--- config.mk ---
export PLATFORM = sky130hd
export DESIGN_NAME = hockey_top
export DESIGN_NICKNAME = d
export VERILOG_FILES = /design/src/design/hockey_pkg.sv /design/src/design/game_fsm.sv /design/src/design/puck_motion.sv /design/src/design/display_drive.sv /design/src/design/hockey_top.sv
export SDC_FILE = /design/constraint.sdc
export NUM_CORES = 1
export LEC_CHECK = 0
export BUFFER_PORTS_ARGS = -buffer_cell sky130_fd_sc_hd__buf_2
export CAP_MARGIN = 20
export CORE_UTILIZATION = 50
export CTS_CLUSTER_DIAMETER = 60
export DETAILED_ROUTE_END_ITERATION = 12
export GPL_TIMING_DRIVEN = 0
export PLACE_DENSITY = 0.79
export SETUP_SLACK_MARGIN = 0.4
export SYNTH_ARGS = -nofsm -noshare
export SYNTH_HDL_FRONTEND = slang
export SYNTH_SLANG_ARGS = --single-unit
--- constraint.sdc ---
create_clock -name clk -period 2.5 [get_ports clk]
set_input_delay 0.375 -clock clk [delete_from_list [all_inputs] [get_ports clk]]
set_output_delay 0.375 -clock clk [all_outputs]
set_load 0.01 [all_outputs]
--- src/design/hockey_pkg.sv ---
package hockey_pkg;

    typedef enum logic [3:0] {
        st_idle,
        st_countdown,
        st_serve_a,
        st_serve_b,
        st_travel_to_b,
        st_travel_to_a,
        st_respond_b,
        st_respond_a,
        st_goal_a,        // a scored
        st_goal_b,        // b scored
        st_game_over
    } game_state_e;

    typedef enum logic [1:0] {
        dir_straight = 2'd0,
        dir_up       = 2'd1,  // toward lane 4
        dir_down     = 2'd2   // toward lane 0
    } dir_e;

    typedef struct packed {
        logic [2:0] x;
        logic [2:0] y;
        dir_e       dir;
    } puck_t;

    typedef struct packed {
        logic [1:0] score_a;
        logic [1:0] score_b;
    } score_t;

    // segments a..g from msb down, a zero lights the segment
    typedef logic [6:0] seg_t;
    typedef seg_t [7:0] ssd_bank_t;  // digit 7 is the leftmost

    localparam logic [2:0] COURT_LAST = 3'd4;  // last x cell and last y lane
    localparam int WAIT_TICKS = 100;
    localparam int TIMER_W = $clog2(WAIT_TICKS + 1);
    localparam logic [1:0] WIN_SCORE = 2'd3;

    localparam seg_t SEG_DIGIT [0:4] = '{
        7'b0000001,
        7'b1001111,
        7'b0010010,
        7'b0000110,
        7'b1001100
    };

    localparam seg_t SEG_BLANK      = 7'b1111111;
    localparam seg_t SEG_DASH       = 7'b1111110;  // g only
    localparam seg_t SEG_ZERO_FRAME = 7'b0000001;  // everything but g

    localparam logic [4:0] LED_NONE      = 5'b00000;
    localparam logic [4:0] LED_ALL       = 5'b11111;
    localparam logic [4:0] LED_GAME_OVER = 5'b10101;

endpackage

--- src/design/game_fsm.sv ---
module game_fsm import hockey_pkg::*; (
    input  logic        clk,
    input  logic        rst,
    input  logic        btn_a,
    input  logic        btn_b,
    input  logic [2:0]  y_a,
    input  logic [2:0]  y_b,
    input  puck_t       puck,
    output game_state_e state,
    output score_t      score,
    output logic        serve_load,
    output logic        step,
    output logic        hit_load
);

    game_state_e        next_state;
    logic               turn_b;     // b won the opening press
    logic [TIMER_W-1:0] timer;
    logic               timed;
    logic               wait_done;
    logic               hit;
    logic               hit_now;
    logic               miss;

    assign timed = state inside {st_countdown, st_travel_to_b, st_travel_to_a,
                                 st_respond_b, st_respond_a, st_goal_a, st_goal_b};

    // last cycle of a wait
    assign wait_done = timed && (timer == TIMER_W'(WAIT_TICKS));

    // receiver on the puck lane with the button down
    always_comb begin
        case (state)
            st_respond_b: hit_now = btn_b && (y_b == puck.y);
            st_respond_a: hit_now = btn_a && (y_a == puck.y);
            default:      hit_now = 1'b0;
        endcase
    end

    always_comb begin
        next_state = state;
        serve_load = 1'b0;
        step       = 1'b0;
        hit_load   = 1'b0;
        miss       = 1'b0;

        case (state)
            st_idle: begin
                if (btn_a != btn_b) begin
                    next_state = st_countdown;
                end
            end

            st_countdown: begin
                if (wait_done) begin
                    next_state = turn_b ? st_serve_b : st_serve_a;
                end
            end

            st_serve_a: begin
                if (btn_a && y_a <= COURT_LAST) begin
                    serve_load = 1'b1;
                    next_state = st_travel_to_b;
                end
            end

            st_serve_b: begin
                if (btn_b && y_b <= COURT_LAST) begin
                    serve_load = 1'b1;
                    next_state = st_travel_to_a;
                end
            end

            st_travel_to_b: begin
                if (wait_done) begin
                    step = 1'b1;
                    if (puck.x >= COURT_LAST - 3'd1) begin  // this step lands on b's edge
                        next_state = st_respond_b;
                    end
                end
            end

            st_travel_to_a: begin
                if (wait_done) begin
                    step = 1'b1;
                    if (puck.x <= 3'd1) begin
                        next_state = st_respond_a;
                    end
                end
            end

            st_respond_b: begin
                if (wait_done) begin
                    if (hit || hit_now) begin
                        hit_load   = 1'b1;
                        next_state = st_travel_to_a;
                    end else begin
                        miss       = 1'b1;
                        next_state = st_goal_a;
                    end
                end
            end

            st_respond_a: begin
                if (wait_done) begin
                    if (hit || hit_now) begin
                        hit_load   = 1'b1;
                        next_state = st_travel_to_b;
                    end else begin
                        miss       = 1'b1;
                        next_state = st_goal_b;
                    end
                end
            end

            // score already counted on the way in
            st_goal_a: begin
                if (wait_done) begin
                    next_state = (score.score_a == WIN_SCORE) ? st_game_over : st_serve_b;
                end
            end

            st_goal_b: begin
                if (wait_done) begin
                    next_state = (score.score_b == WIN_SCORE) ? st_game_over : st_serve_a;
                end
            end

            st_game_over: next_state = st_game_over;  // only rst leaves

            default: next_state = st_idle;
        endcase
    end

    always_ff @(posedge clk or posedge rst) begin
        if (rst) begin
            state  <= st_idle;
            turn_b <= 1'b0;
            timer  <= '0;
            hit    <= 1'b0;
            score  <= '0;
        end else begin
            state <= next_state;

            if (state == st_idle && btn_a != btn_b) begin
                turn_b <= btn_b;
            end

            if (wait_done || next_state != state) begin
                timer <= '0;
            end else if (timed) begin
                timer <= timer + 1'b1;
            end

            if (!(state inside {st_respond_a, st_respond_b})) begin
                hit <= 1'b0;
            end else if (hit_now) begin
                hit <= 1'b1;
            end

            if (miss) begin
                if (state == st_respond_b) begin
                    score.score_a <= score.score_a + 2'd1;
                end else begin
                    score.score_b <= score.score_b + 2'd1;
                end
            end
        end
    end

endmodule

--- src/design/puck_motion.sv ---
module puck_motion import hockey_pkg::*; (
    input  logic        clk,
    input  logic        rst,
    input  game_state_e state,
    input  logic        serve_load,
    input  logic        step,
    input  logic        hit_load,
    input  logic [2:0]  y_a,
    input  logic [2:0]  y_b,
    input  dir_e        dir_a,
    input  dir_e        dir_b,
    output puck_t       puck
);

    logic       from_a;
    logic [2:0] serve_x;
    logic [2:0] serve_y;
    dir_e       serve_dir;
    dir_e       raw_dir;

    assign from_a = (state == st_serve_a);

    always_comb begin
        serve_x = from_a ? 3'd0 : COURT_LAST;
        serve_y = from_a ? y_a : y_b;
        raw_dir = from_a ? dir_a : dir_b;
        // an undefined code on the switches serves straight
        if (raw_dir inside {dir_up, dir_down}) begin
            serve_dir = raw_dir;
        end else begin
            serve_dir = dir_straight;
        end
    end

    always_ff @(posedge clk or posedge rst) begin
        if (rst) begin
            puck <= '0;
        end else if (serve_load) begin
            puck.x   <= serve_x;
            puck.y   <= serve_y;
            puck.dir <= serve_dir;
        end else if (hit_load) begin
            // return cell one in from the receiver's edge
            puck.x <= (state == st_respond_b) ? COURT_LAST - 3'd1 : 3'd1;
        end else if (step) begin
            if (state == st_travel_to_b) begin
                puck.x <= puck.x + 3'd1;
            end else begin
                puck.x <= puck.x - 3'd1;
            end

            case (puck.dir)
                dir_up: begin
                    if (puck.y == COURT_LAST) begin
                        puck.dir <= dir_down;  // bounce, lane held this step
                    end else begin
                        puck.y <= puck.y + 3'd1;
                    end
                end
                dir_down: begin
                    if (puck.y == 3'd0) begin
                        puck.dir <= dir_up;
                    end else begin
                        puck.y <= puck.y - 3'd1;
                    end
                end
                default: puck.y <= puck.y;
            endcase
        end
    end

endmodule

--- src/design/display_drive.sv ---
module display_drive import hockey_pkg::*; (
    input  game_state_e state,
    input  puck_t       puck,
    input  score_t      score,
    input  logic [2:0]  y_a,
    input  logic [2:0]  y_b,
    input  dir_e        dir_a,
    input  dir_e        dir_b,
    output logic        led_a,
    output logic        led_b,
    output logic [4:0]  led_x,
    output ssd_bank_t   ssd
);

    // lanes past 4 show nothing
    function automatic seg_t lane_seg(input logic [2:0] v);
        if (v <= COURT_LAST) begin
            return SEG_DIGIT[v];
        end
        return SEG_BLANK;
    endfunction

    function automatic seg_t dir_seg(input dir_e d);
        if (d inside {dir_straight, dir_up, dir_down}) begin
            return SEG_DIGIT[{1'b0, d}];
        end
        return SEG_BLANK;
    endfunction

    always_comb begin
        led_a = 1'b0;
        led_b = 1'b0;
        led_x = LED_NONE;

        case (state)
            st_idle: begin
                led_a = 1'b1;
                led_b = 1'b1;
            end
            st_serve_a:   led_a = 1'b1;
            st_serve_b:   led_b = 1'b1;
            st_travel_to_b,
            st_travel_to_a: led_x = 5'b10000 >> puck.x;  // x 0 sits on bit 4
            st_respond_a: begin
                led_a = 1'b1;
                led_x = 5'b00010;
            end
            st_respond_b: begin
                led_b = 1'b1;
                led_x = 5'b10000;
            end
            st_countdown,
            st_goal_a,
            st_goal_b:    led_x = LED_ALL;
            st_game_over: led_x = LED_GAME_OVER;
            default:      led_x = LED_NONE;
        endcase
    end

    always_comb begin
        ssd[7]   = lane_seg(y_b);
        ssd[6]   = lane_seg(y_a);
        ssd[5]   = lane_seg(puck.y);
        ssd[4:0] = {5{SEG_BLANK}};

        case (state)
            st_countdown: begin
                // serve directions while the players get ready
                ssd[4] = dir_seg(dir_a);
                ssd[3] = dir_seg(dir_b);
                ssd[2] = SEG_ZERO_FRAME;
                ssd[1] = SEG_ZERO_FRAME;
                ssd[0] = SEG_ZERO_FRAME;
            end
            st_goal_a,
            st_goal_b: begin
                ssd[4] = SEG_ZERO_FRAME;
                ssd[3] = SEG_ZERO_FRAME;
                ssd[2] = SEG_DIGIT[score.score_a];
                ssd[1] = SEG_DASH;
                ssd[0] = SEG_DIGIT[score.score_b];
            end
            st_game_over: begin
                ssd[4] = SEG_DIGIT[score.score_a];
                ssd[3] = SEG_ZERO_FRAME;
                ssd[2] = SEG_ZERO_FRAME;
                ssd[1] = SEG_ZERO_FRAME;
                ssd[0] = SEG_DIGIT[score.score_b];
            end
            default: ssd[4:0] = {5{SEG_BLANK}};  // idle, serve, travel, respond
        endcase
    end

endmodule

--- src/design/hockey_top.sv ---
module hockey_top import hockey_pkg::*; (
    input  logic       clk,
    input  logic       rst,
    input  logic       btn_a,
    input  logic       btn_b,
    input  dir_e       dir_a,
    input  dir_e       dir_b,
    input  logic [2:0] y_a,
    input  logic [2:0] y_b,
    output logic       led_a,
    output logic       led_b,
    output logic [4:0] led_x,
    output ssd_bank_t  ssd
);

    game_state_e state;
    score_t      score;
    puck_t       puck;
    logic        serve_load;
    logic        step;
    logic        hit_load;

    game_fsm fsm_i (
        .clk        (clk),
        .rst        (rst),
        .btn_a      (btn_a),
        .btn_b      (btn_b),
        .y_a        (y_a),
        .y_b        (y_b),
        .puck       (puck),
        .state      (state),
        .score      (score),
        .serve_load (serve_load),
        .step       (step),
        .hit_load   (hit_load)
    );

    puck_motion puck_i (
        .clk        (clk),
        .rst        (rst),
        .state      (state),
        .serve_load (serve_load),
        .step       (step),
        .hit_load   (hit_load),
        .y_a        (y_a),
        .y_b        (y_b),
        .dir_a      (dir_a),
        .dir_b      (dir_b),
        .puck       (puck)
    );

    display_drive disp_i (
        .state (state),
        .puck  (puck),
        .score (score),
        .y_a   (y_a),
        .y_b   (y_b),
        .dir_a (dir_a),
        .dir_b (dir_b),
        .led_a (led_a),
        .led_b (led_b),
        .led_x (led_x),
        .ssd   (ssd)
    );

endmodule

==> results_dict.tcl, run 1 <==
set metrics [dict create \
    status "complete, no violations" \
    routed.top_layer "met4" \
    setup_viol 0 \
    synthArstFlopShare 1.00 \
    maxCapViolations 0 \
    fin_nets 476 \
    diodes 0 \
    power.total_mw 2.83 \
    crit_buf_inv 4 \
    synthAdderAreaFrac 0.0821 \
    cp_slowest_cell "dfrtp_1" \
    cellInternalPower_mw 1.55 \
    cts.clk_slew.worst_paths_ps 90 \
    hold_viol 0 \
    crit_start "fsm_i.state[0]" \
    synth.area.mux_share 0.0452 \
    synth_xor_area_frac 0.0588 \
    hp-class "in2async" \
    p_switching_mw 1.27 \
    area_growth_pct 35.5 \
    p_leak_nw 1.69 \
    finalSetupTns_ps 0 \
    cp-start-kind "flip-flop" \
    drc 0 \
    place_hpwl_um 5410 \
    grt_pass1_wl_um 11400 \
    slew_headroom 0.659 \
    synth_warnings 0 \
    drv_slew 0 \
    seqPwrFrac 0.222 \
    fin_skew_ps 2.69 \
    die-height_um 75.2 \
    register_area_um2 627 \
    synth.yosys.seq_area_share 0.233 \
    critPathTopFamily "buffers and inverters" \
    io_pins 77 \
    r2r.worst_path.cells 6 \
    synth_top_family_by_area "simple AND/OR/NAND/NOR gates" \
    worstPathArrival_ps 1760 \
    synthSimpleGateAreaFrac 0.282 \
    crit_end "ssd[26]" \
    port_buffers 76 \
    wl_met1_um 3230 \
    fp.dieW_um 75.2 \
    max_stage_delay_ps 380 \
    swShare 0.451 \
    cp-end-kind "output port" \
    rsz0062_at_grt "yes" \
    drt_pass1_iterations 6 \
    first_iter_violations 223 \
    yosys-top-cells-count "nor2_1 (38), nand2_1 (31), dfrtp_1 (25)" \
    path_depth 7 \
    syn_inst 337 \
    grt_pass1_vias 2438 \
    clock_sinks 25 \
    vias 2905 \
    die_area_um2 5660 \
    grt.total_usage 0.265 \
    fp-row-count 26 \
    cp_cell_sequence "buf_6, buf_8, nand3b_1, nand2_4, inv_4, o21a_1, buf_2" \
    cts_tree "yes" \
    path_max_fanout 8 \
    numCtsBuffers 3 \
    post-route-period-util 0.852 \
    synth_fp_nets 368 \
    vdd_drop_max_mv 0.521 \
    hold_slack_ps 109 \
    place_congestion 0.930 \
    grt_remaining_overflow 0 \
    ys_seq_elements 25 \
    grt_max_degree 26 \
    cts_root_buffer "clkbuf_8" \
    synth.distinct_cells 64 \
    synth.most_common_cell "nor2_1" \
    via_per_inst 5.65 \
    multi_input_area_um2 1900 \
    initial_core_util 0.522 \
    required_ps 2120 \
    netlist_area_um2 2680 \
    p_per_area_nw_per_um2 778 \
    rrSetupSlack_ps 430 \
    ant_nets 0 \
    power.share.clock 0.089 \
    yosys.area.top_type "dfrtp_1" \
    cts_buffer_depth 2 \
    synth_compound_area_frac 0.199 \
    syn_avg_cell_area_um2 7.96 \
    crit_type "reg2out" \
    wl_met2_um 3940 \
    synth_edf_count 0 \
    clk_latency_ps 280 \
    cts_htree_levels 1 \
    yosysTopAreaCellShare 0.233 \
    worst_pin_slew_ps 511 \
    ys.flop_type "dfrtp_1" \
    final_util 0.707 \
    reg2reg_to "fsm_i.score[1]" \
    core_um2 5140 \
    wl_per_cell_um 15.3 \
    wl_um 7850 \
    wl_met3_um 468 \
    fill_cells 408 \
    period_needed_ps 2130 \
    antenna_found_initial 0 \
    fmax_mhz 469 \
    r2r-start "fsm_i.state[2]" \
    synth_area_leaders "dfrtp_1 (23%), ha_1 (7.5%), nor2_1 (5.3%)" \
    hold_buffers 0 \
    drive_above_1_share 0.426 \
    power_frac_comb 0.689 \
]
[registers in the layout, summed over array words and instances (netlist names)]
signal,count
fsm_i.hit,1
fsm_i.timer,7
fsm_i.turn_b,1
fsm_i.state,4
fsm_i.score,4
puck_i.puck,8
[worst min-delay path by stage]
stage	from	end	slack (ps)
finish	rst	fsm_i.turn_b	110
global route	rst	puck_i.puck[0]	150
CTS	rst	puck_i.puck[0]	350
detailed placement	fsm_i.timer[6]	fsm_i.timer[6]	550
global placement	fsm_i.timer[6]	fsm_i.timer[6]	530
floorplan	rst	fsm_i.hit	400
[repair_timing]
item	CTS	global route
pin swaps	3	10
cloned	0	0
resized for setup	32	39
setup buffers	6	20
setup endpoints to repair	39	27
[power groups by stage]
stage	clock (mW)	combinational, mW	sequential [mW]
2_1_floorplan	0	1.14	0.594
3_3_place_gp	0	1.56	0.617
3_5_place_dp	0	1.59	0.623
4_1_cts	0.251	1.68	0.620
5_1_grt	0.271	2.14	0.646
6_report	0.250	1.95	0.628
[per-layer routing]
layer  global-route usage  vias to the layer above
met5                    0                        -
met4               0.0967                        0
met3               0.0415                       28
met2                0.426                      131
met1                0.361                     1370
li1                     -                     1376
[layout by cell type, fill, tap and decap left out, types with 3 or more instances in the layout]
master	instances
inv_2	3
buf_8	4
nand2_4	4
ha_1	16
nand2_2	4
or2_2	5
nand2_1	25
buf_6	15
nor2b_1	4
xnor2_1	6
nor3b_1	4
buf_4	36
inv_1	19
a21oi_1	16
nor2_2	4
o21ai_0	20
nor3_1	5
a21o_1	4
buf_2	74
nand2b_1	7
a31oi_1	6
o31ai_1	3
dfrtp_1	24
mux2_2	7
xor2_1	12
nand4_1	5
clkbuf_8	3
nor2_1	34
nor4_4	4
nand3_1	7
o22ai_1	4
nor2_4	3
[final cells by class]
cell class              instances  area share
well taps                      70      0.0241
inverters                      23      0.0244
multi-input cells             260       0.523
plain buffers                  29      0.0699
clock inverters                 1     0.00138
repair buffers                103       0.173
clock buffers                   3      0.0114
flip-flops and latches         25       0.172
[stage by stage]
| step | cell area, um^2 | instances | setup slack, ps |
|---|---|---|---|
| 2_1_floorplan | 2680 | 337 | 593 |
| 3_3_place_gp | 3150 | 483 | 171 |
| 3_5_place_dp | 3150 | 483 | 127 |
| 4_1_cts | 3330 | 493 | 372 |
| 5_1_grt | 3630 | 514 | 303 |
| 6_report | 3630 | 514 | 369 |
[kinds of logic (layout without fill, tap and decap cells)]
family | Yosys count | after routing
adders and majority gates | 17 | 17
muxes | 11 | 11
AOI/OAI and AO/OA | 79 | 79
buffers and inverters | 52 | 159
and+or+nand+nor | 135 | 135
xor gates and xnor gates | 18 | 18
DFF | 25 | 25
Power figures use the tool's default switching activity.
==> run 2: changes to the inputs <==
--- a/config.mk
+++ b/config.mk
@@ -5,13 +5,14 @@
 export SDC_FILE = /design/constraint.sdc
 export NUM_CORES = 1
 export LEC_CHECK = 0
-export BUFFER_PORTS_ARGS = -buffer_cell sky130_fd_sc_hd__buf_2
 export CAP_MARGIN = 20
 export CORE_UTILIZATION = 50
 export CTS_CLUSTER_DIAMETER = 60
 export DETAILED_ROUTE_END_ITERATION = 12
+export DONT_BUFFER_PORTS = 1
 export GPL_TIMING_DRIVEN = 0
-export PLACE_DENSITY = 0.79
+export PLACE_DENSITY = 0.67
+export REMOVE_ABC_BUFFERS = 1
 export SETUP_SLACK_MARGIN = 0.4
 export SYNTH_ARGS = -nofsm -noshare
 export SYNTH_HDL_FRONTEND = slang
==> run 2 against run 1 <==
  * Routed wire length down 12%
  * Critical path depth down 2
  * Power down 16%
  * Sequential cell count unchanged
  * Register-to-register slack about the same
  * Sequential power up 14%
  * Critical endpoint unchanged
==> results_dict.tcl, run 2 (synthesis gave the netlist of run 1 again) <==
set metrics [dict create \
    status "complete, no violations" \
    cts_buffer_depth 2 \
    place_congestion 0.788 \
    cts_root_buffer "clkbuf_8" \
    clock_sinks 25 \
    worstPathArrival_ps 1720 \
    setup_ws_ps 403 \
    drt_pass1_iterations 4 \
    slew_headroom 0.631 \
    fp.dieW_um 75.2 \
    r2r-start "fsm_i.state[2]" \
    cts_htree_levels 1 \
    place_hpwl_um 4310 \
    cp-start-kind "flip-flop" \
    hold_buffers 0 \
    grt_remaining_overflow 0 \
    max_stage_delay_ps 540 \
    cp_cell_sequence "nor2_2, nand3b_1, nand2_4, clkinvlp_4, o21a_1" \
    area_growth_pct 15.4 \
    final_util 0.602 \
    regMostFlops "puck_i.puck" \
    worst_pin_slew_ps 554 \
    grt_pass1_vias 2095 \
    first_iter_violations 90 \
    p_per_area_nw_per_um2 765 \
    drv_slew 0 \
    io_pins 77 \
    required_ps 2120 \
    final_cell_mix "buf_4 (33), nor2_1 (32), nand2_1 (27)" \
    reg_top3 "puck_i.puck x8, fsm_i.timer x7" \
    hold_slack_ps 16.9 \
    numCtsBuffers 3 \
    maxCapViolations 0 \
    die_area_um2 5660 \
    crit_start "fsm_i.state[2]" \
    fin_nets 380 \
    via_per_inst 5.78 \
    grt_max_degree 26 \
    crit_type "reg2out" \
    drc 0 \
    antenna_found_initial 0 \
    vias 2415 \
    wl_per_cell_um 16.5 \
    core_um2 5140 \
    rsz0062_at_grt "yes" \
    path_max_fanout 6 \
    die-height_um 75.2 \
    period_needed_ps 2100 \
    fin_skew_ps 4.47 \
    final_common_cell "buf_4" \
    post-route-period-util 0.839 \
    drive_above_1_share 0.282 \
    grt.total_usage 0.242 \
    initial_core_util 0.522 \
    critPathTopFamily "flip-flops" \
    hp-class "in2async" \
    setup_viol 0 \
    cts_tree "yes" \
    grt_pass1_wl_um 10400 \
    dp_slack_ps -227 \
    diodes 0 \
    cp_slowest_cell "dfrtp_4" \
    fill_cells 474 \
    power.total_mw 2.37 \
    p_leak_nw 1.32 \
    hold_viol 0 \
    fmax_mhz 477 \
    vdd_drop_max_mv 0.512 \
    largest_reg_flops 8 \
    cp-end-kind "output port" \
    cts.clk_slew.worst_paths_ps 100 \
    ant_nets 0 \
    wl_um 6900 \
    crit_buf_inv 1 \
    dp.cells 378 \
    clk_latency_ps 280 \
    fp-row-count 26 \
    stdcell_count 418 \
    port_buffers 0 \
]
run 2: changes by cell type in the layout (fill, tap and decap cells not counted), sizes merged:
cell	delta
buf	-93
clkbuf	-3
inv	-2
clkinvlp	+2
run 2: power by group:
part,total (mW),leakage (nW),internal [mW],switching (mW)
Clock,0.257,0.0255,0.112,0.145
Combinational,1.39,0.973,0.582,0.812
Sequential,0.719,0.322,0.514,0.205
Total,2.37,1.32,1.21,1.16
run 2: routing by layer:
| metal | part of all wire | vias to the layer above | global-route usage |
|---|---|---|---|
| li1 | - | 1179 | - |
| met1 | 0.45 | 1153 | 0.336 |
| met2 | 0.48 | 78 | 0.395 |
| met3 | 0.063 | 5 | 0.0415 |
| met4 | 0.0067 | 0 | 0.0576 |
| met5 | 0 | - | 0 |
run 2: metrics by stage:
stage / cell area, um^2 / setup TNS [ps]
global placement: 2590 / -2120
CTS: 2840 / 0
global route: 3100 / 0
floorplan: 2500 / 0
finish: 3100 / 0
detailed placement: 2590 / -2490
run 2: path summary, 6_finish.rpt:
check,endpoint,slack (ps),cells past startpoint
min in group clk,fsm_i.turn_b,220,2
setup reg to reg,fsm_i.score[1],430,6
setup / recovery,ssd[26],400,5
hold reg to reg,fsm_i.timer[6],560,2
hold / removal,fsm_i.timer[4],20,1
max in group asynchronous,fsm_i.state[3],2000,2
run 2: worst reg2reg max path, stage by stage, from the launching register on:
cell and delay (ps):
dfrtp_4 540, buf_2 200, or2_4 280, o21ai_4 170
nand2_2 160, nor4_4 260, mux2_1 360
run 2: area by class of cell:
class / instances / area, um^2 / area share
Clock buffer: 3 / 41.3 / 0.0133
Inverter: 23 / 96.3 / 0.0311
Sequential cell: 25 / 642 / 0.207
Multi-Input combinational cell: 260 / 1930 / 0.624
Timing Repair Buffer: 36 / 292 / 0.0941
Clock inverter: 1 / 5.00 / 0.00162
Tap cell: 70 / 87.6 / 0.0283
run 2: repair_timing:
| item | 4_1_cts | 5_1_grt |
|---|---|---|
| gates resized for setup | 34 | 16 |
| pin swaps | 3 | 11 |
| endpoints found under the setup margin | 66 | 28 |
| buffers inserted | 14 | 21 |
==> run 3: changes to the inputs <==
==> constraint.sdc (replaced) <==
create_clock -name clk -period 2.1 [get_ports clk]
set_input_delay 0.315 -clock clk [delete_from_list [all_inputs] [get_ports clk]]
set_output_delay 0.315 -clock clk [all_outputs]
set_load 0.01 [all_outputs]
==> run 3 against run 2 <==
  * Global-route usage up 2.3 points
  * Critical endpoint unchanged
  * Clock power up 18%
  * Clock skew down 0.52 ps
==> results_dict.tcl, run 3 (synthesis gave the netlist of run 1 again) <==
set metrics [dict create \
    status "complete, no violations" \
    core_um2 5140 \
    drc 0 \
    fin_nets 410 \
    cp_cell_sequence "buf_6, nor2_4, nand3b_1, nand2_4, clkinvlp_4, o21a_1" \
    via_per_inst 5.93 \
    vdd_drop_max_mv 0.558 \
    hp-class "in2reg" \
    max_stage_delay_ps 540 \
    rsz0062_at_grt "yes" \
    fp.dieW_um 75.2 \
    place_congestion 0.788 \
    stdcell_count 448 \
    ant_nets 0 \
    largest_reg_flops 8 \
    fin_skew_ps 3.95 \
    diodes 0 \
    cts_buffer_depth 2 \
    initial_core_util 0.522 \
    grt_pass1_wl_um 11300 \
    setup_viol 0 \
    cts_htree_levels 1 \
    slew_headroom 0.625 \
    die_area_um2 5660 \
    grt.total_usage 0.266 \
    wl_per_cell_um 18.0 \
    p_leak_nw 1.61 \
    drive_above_1_share 0.450 \
    crit_buf_inv 2 \
    critPathTopFamily "flip-flops" \
    io_pins 77 \
    drt_pass1_iterations 4 \
    worst_pin_slew_ps 561 \
    p_per_area_nw_per_um2 921 \
    first_iter_violations 163 \
    numCtsBuffers 3 \
    port_buffers 0 \
    place_hpwl_um 4310 \
    dp.cells 378 \
    maxCapViolations 0 \
    cts_tree "yes" \
    crit_type "reg2out" \
    fmax_mhz 486 \
    clk_latency_ps 270 \
    hold_slack_ps 167 \
    area_growth_pct 39.3 \
    final_cell_mix "buf_4 (41), nor2_1 (23), nand2_1 (21)" \
    fill_cells 355 \
    final_util 0.727 \
    path_max_fanout 5 \
    cp-end-kind "output port" \
    drv_slew 0 \
    wl_um 8070 \
    grt_max_degree 26 \
    required_ps 1780 \
    finalSetupTns_ps 0 \
    fp-row-count 26 \
    register_area_um2 646 \
    cp_slowest_cell "dfrtp_4" \
    clock_sinks 25 \
    hold_viol 0 \
    regMostFlops "puck_i.puck" \
    die-height_um 75.2 \
    antenna_found_initial 0 \
    period_needed_ps 2060 \
    multi_input_area_um2 2220 \
    cts_root_buffer "clkbuf_8" \
    post-route-period-util 0.980 \
    final_common_cell "buf_4" \
    grt_remaining_overflow 0 \
    grt_pass1_vias 2339 \
    vias 2655 \
    reg_top3 "puck_i.puck x8, fsm_i.timer x7" \
    cts.clk_slew.worst_paths_ps 100 \
    cp-start-kind "flip-flop" \
    worstPathArrival_ps 1740 \
    power.total_mw 3.44 \
]
==> run 3: final timing paths <==
kind	from	endpoint	slack, ps	depth (start not counted)
setup / recovery	fsm_i.state[3]	ssd[26]	40	6
hold / removal	btn_b	fsm_i.turn_b	170	2
setup reg to reg	fsm_i.state[3]	puck_i.puck[1]	130	9
hold reg to reg	fsm_i.turn_b	fsm_i.turn_b	560	2
max in group asynchronous	rst	fsm_i.state[3]	1100	3
min in group asynchronous	rst	fsm_i.timer[4]	520	2
==> run 3: worst reg2reg max path: cells and delay by family (launching register included) <==
family	cells	cell delay [ps]
DFF	1	540
AOI/OAI and AO/OA	3	440
buffers and inverters	3	500
and+or+nand+nor	3	370
==> run 3: power breakdown <==
part	internal, mW	total [mW]	switching, mW
logic	1.08	2.29	1.21
clock network	0.133	0.303	0.170
registers	0.618	0.851	0.233
total	1.83	3.44	1.61
==> run 3: repair_timing <==
item	in CTS	in global routing
hold endpoints to repair	0	11
setup buffers	41	23
setup endpoints to repair	66	66
gates cloned	0	0
hold buffers	0	1
resized for setup	82	60
pin swaps	18	22
==> run 3: layer usage <==
| layer | track usage | vias up | share of wire |
|---|---|---|---|
| met1 | 0.335 | 1295 | 0.41 |
| met4 | 0.0947 | 0 | 0.015 |
| li1 | - | 1240 | - |
| met5 | 0 | - | 0 |
| met2 | 0.455 | 104 | 0.51 |
| met3 | 0.0495 | 16 | 0.063 |
==> run 3: area by class of cell <==
class / count / area share
Inverter: 23 / 0.0251
Clock buffer: 3 / 0.0110
Tap cell: 70 / 0.0234
Multi-Input combinational cell: 260 / 0.595
Sequential cell: 25 / 0.173
Clock inverter: 1 / 0.00134
Timing Repair Buffer: 66 / 0.171
==> run 3: stage by stage <==
stage,area (um^2),worst slack [ps]
floorplan,2500,-200
global placement,2590,-562
detailed placement,2590,-603
CTS,3280,58.2
global route,3740,-35.2
finish,3740,41.0
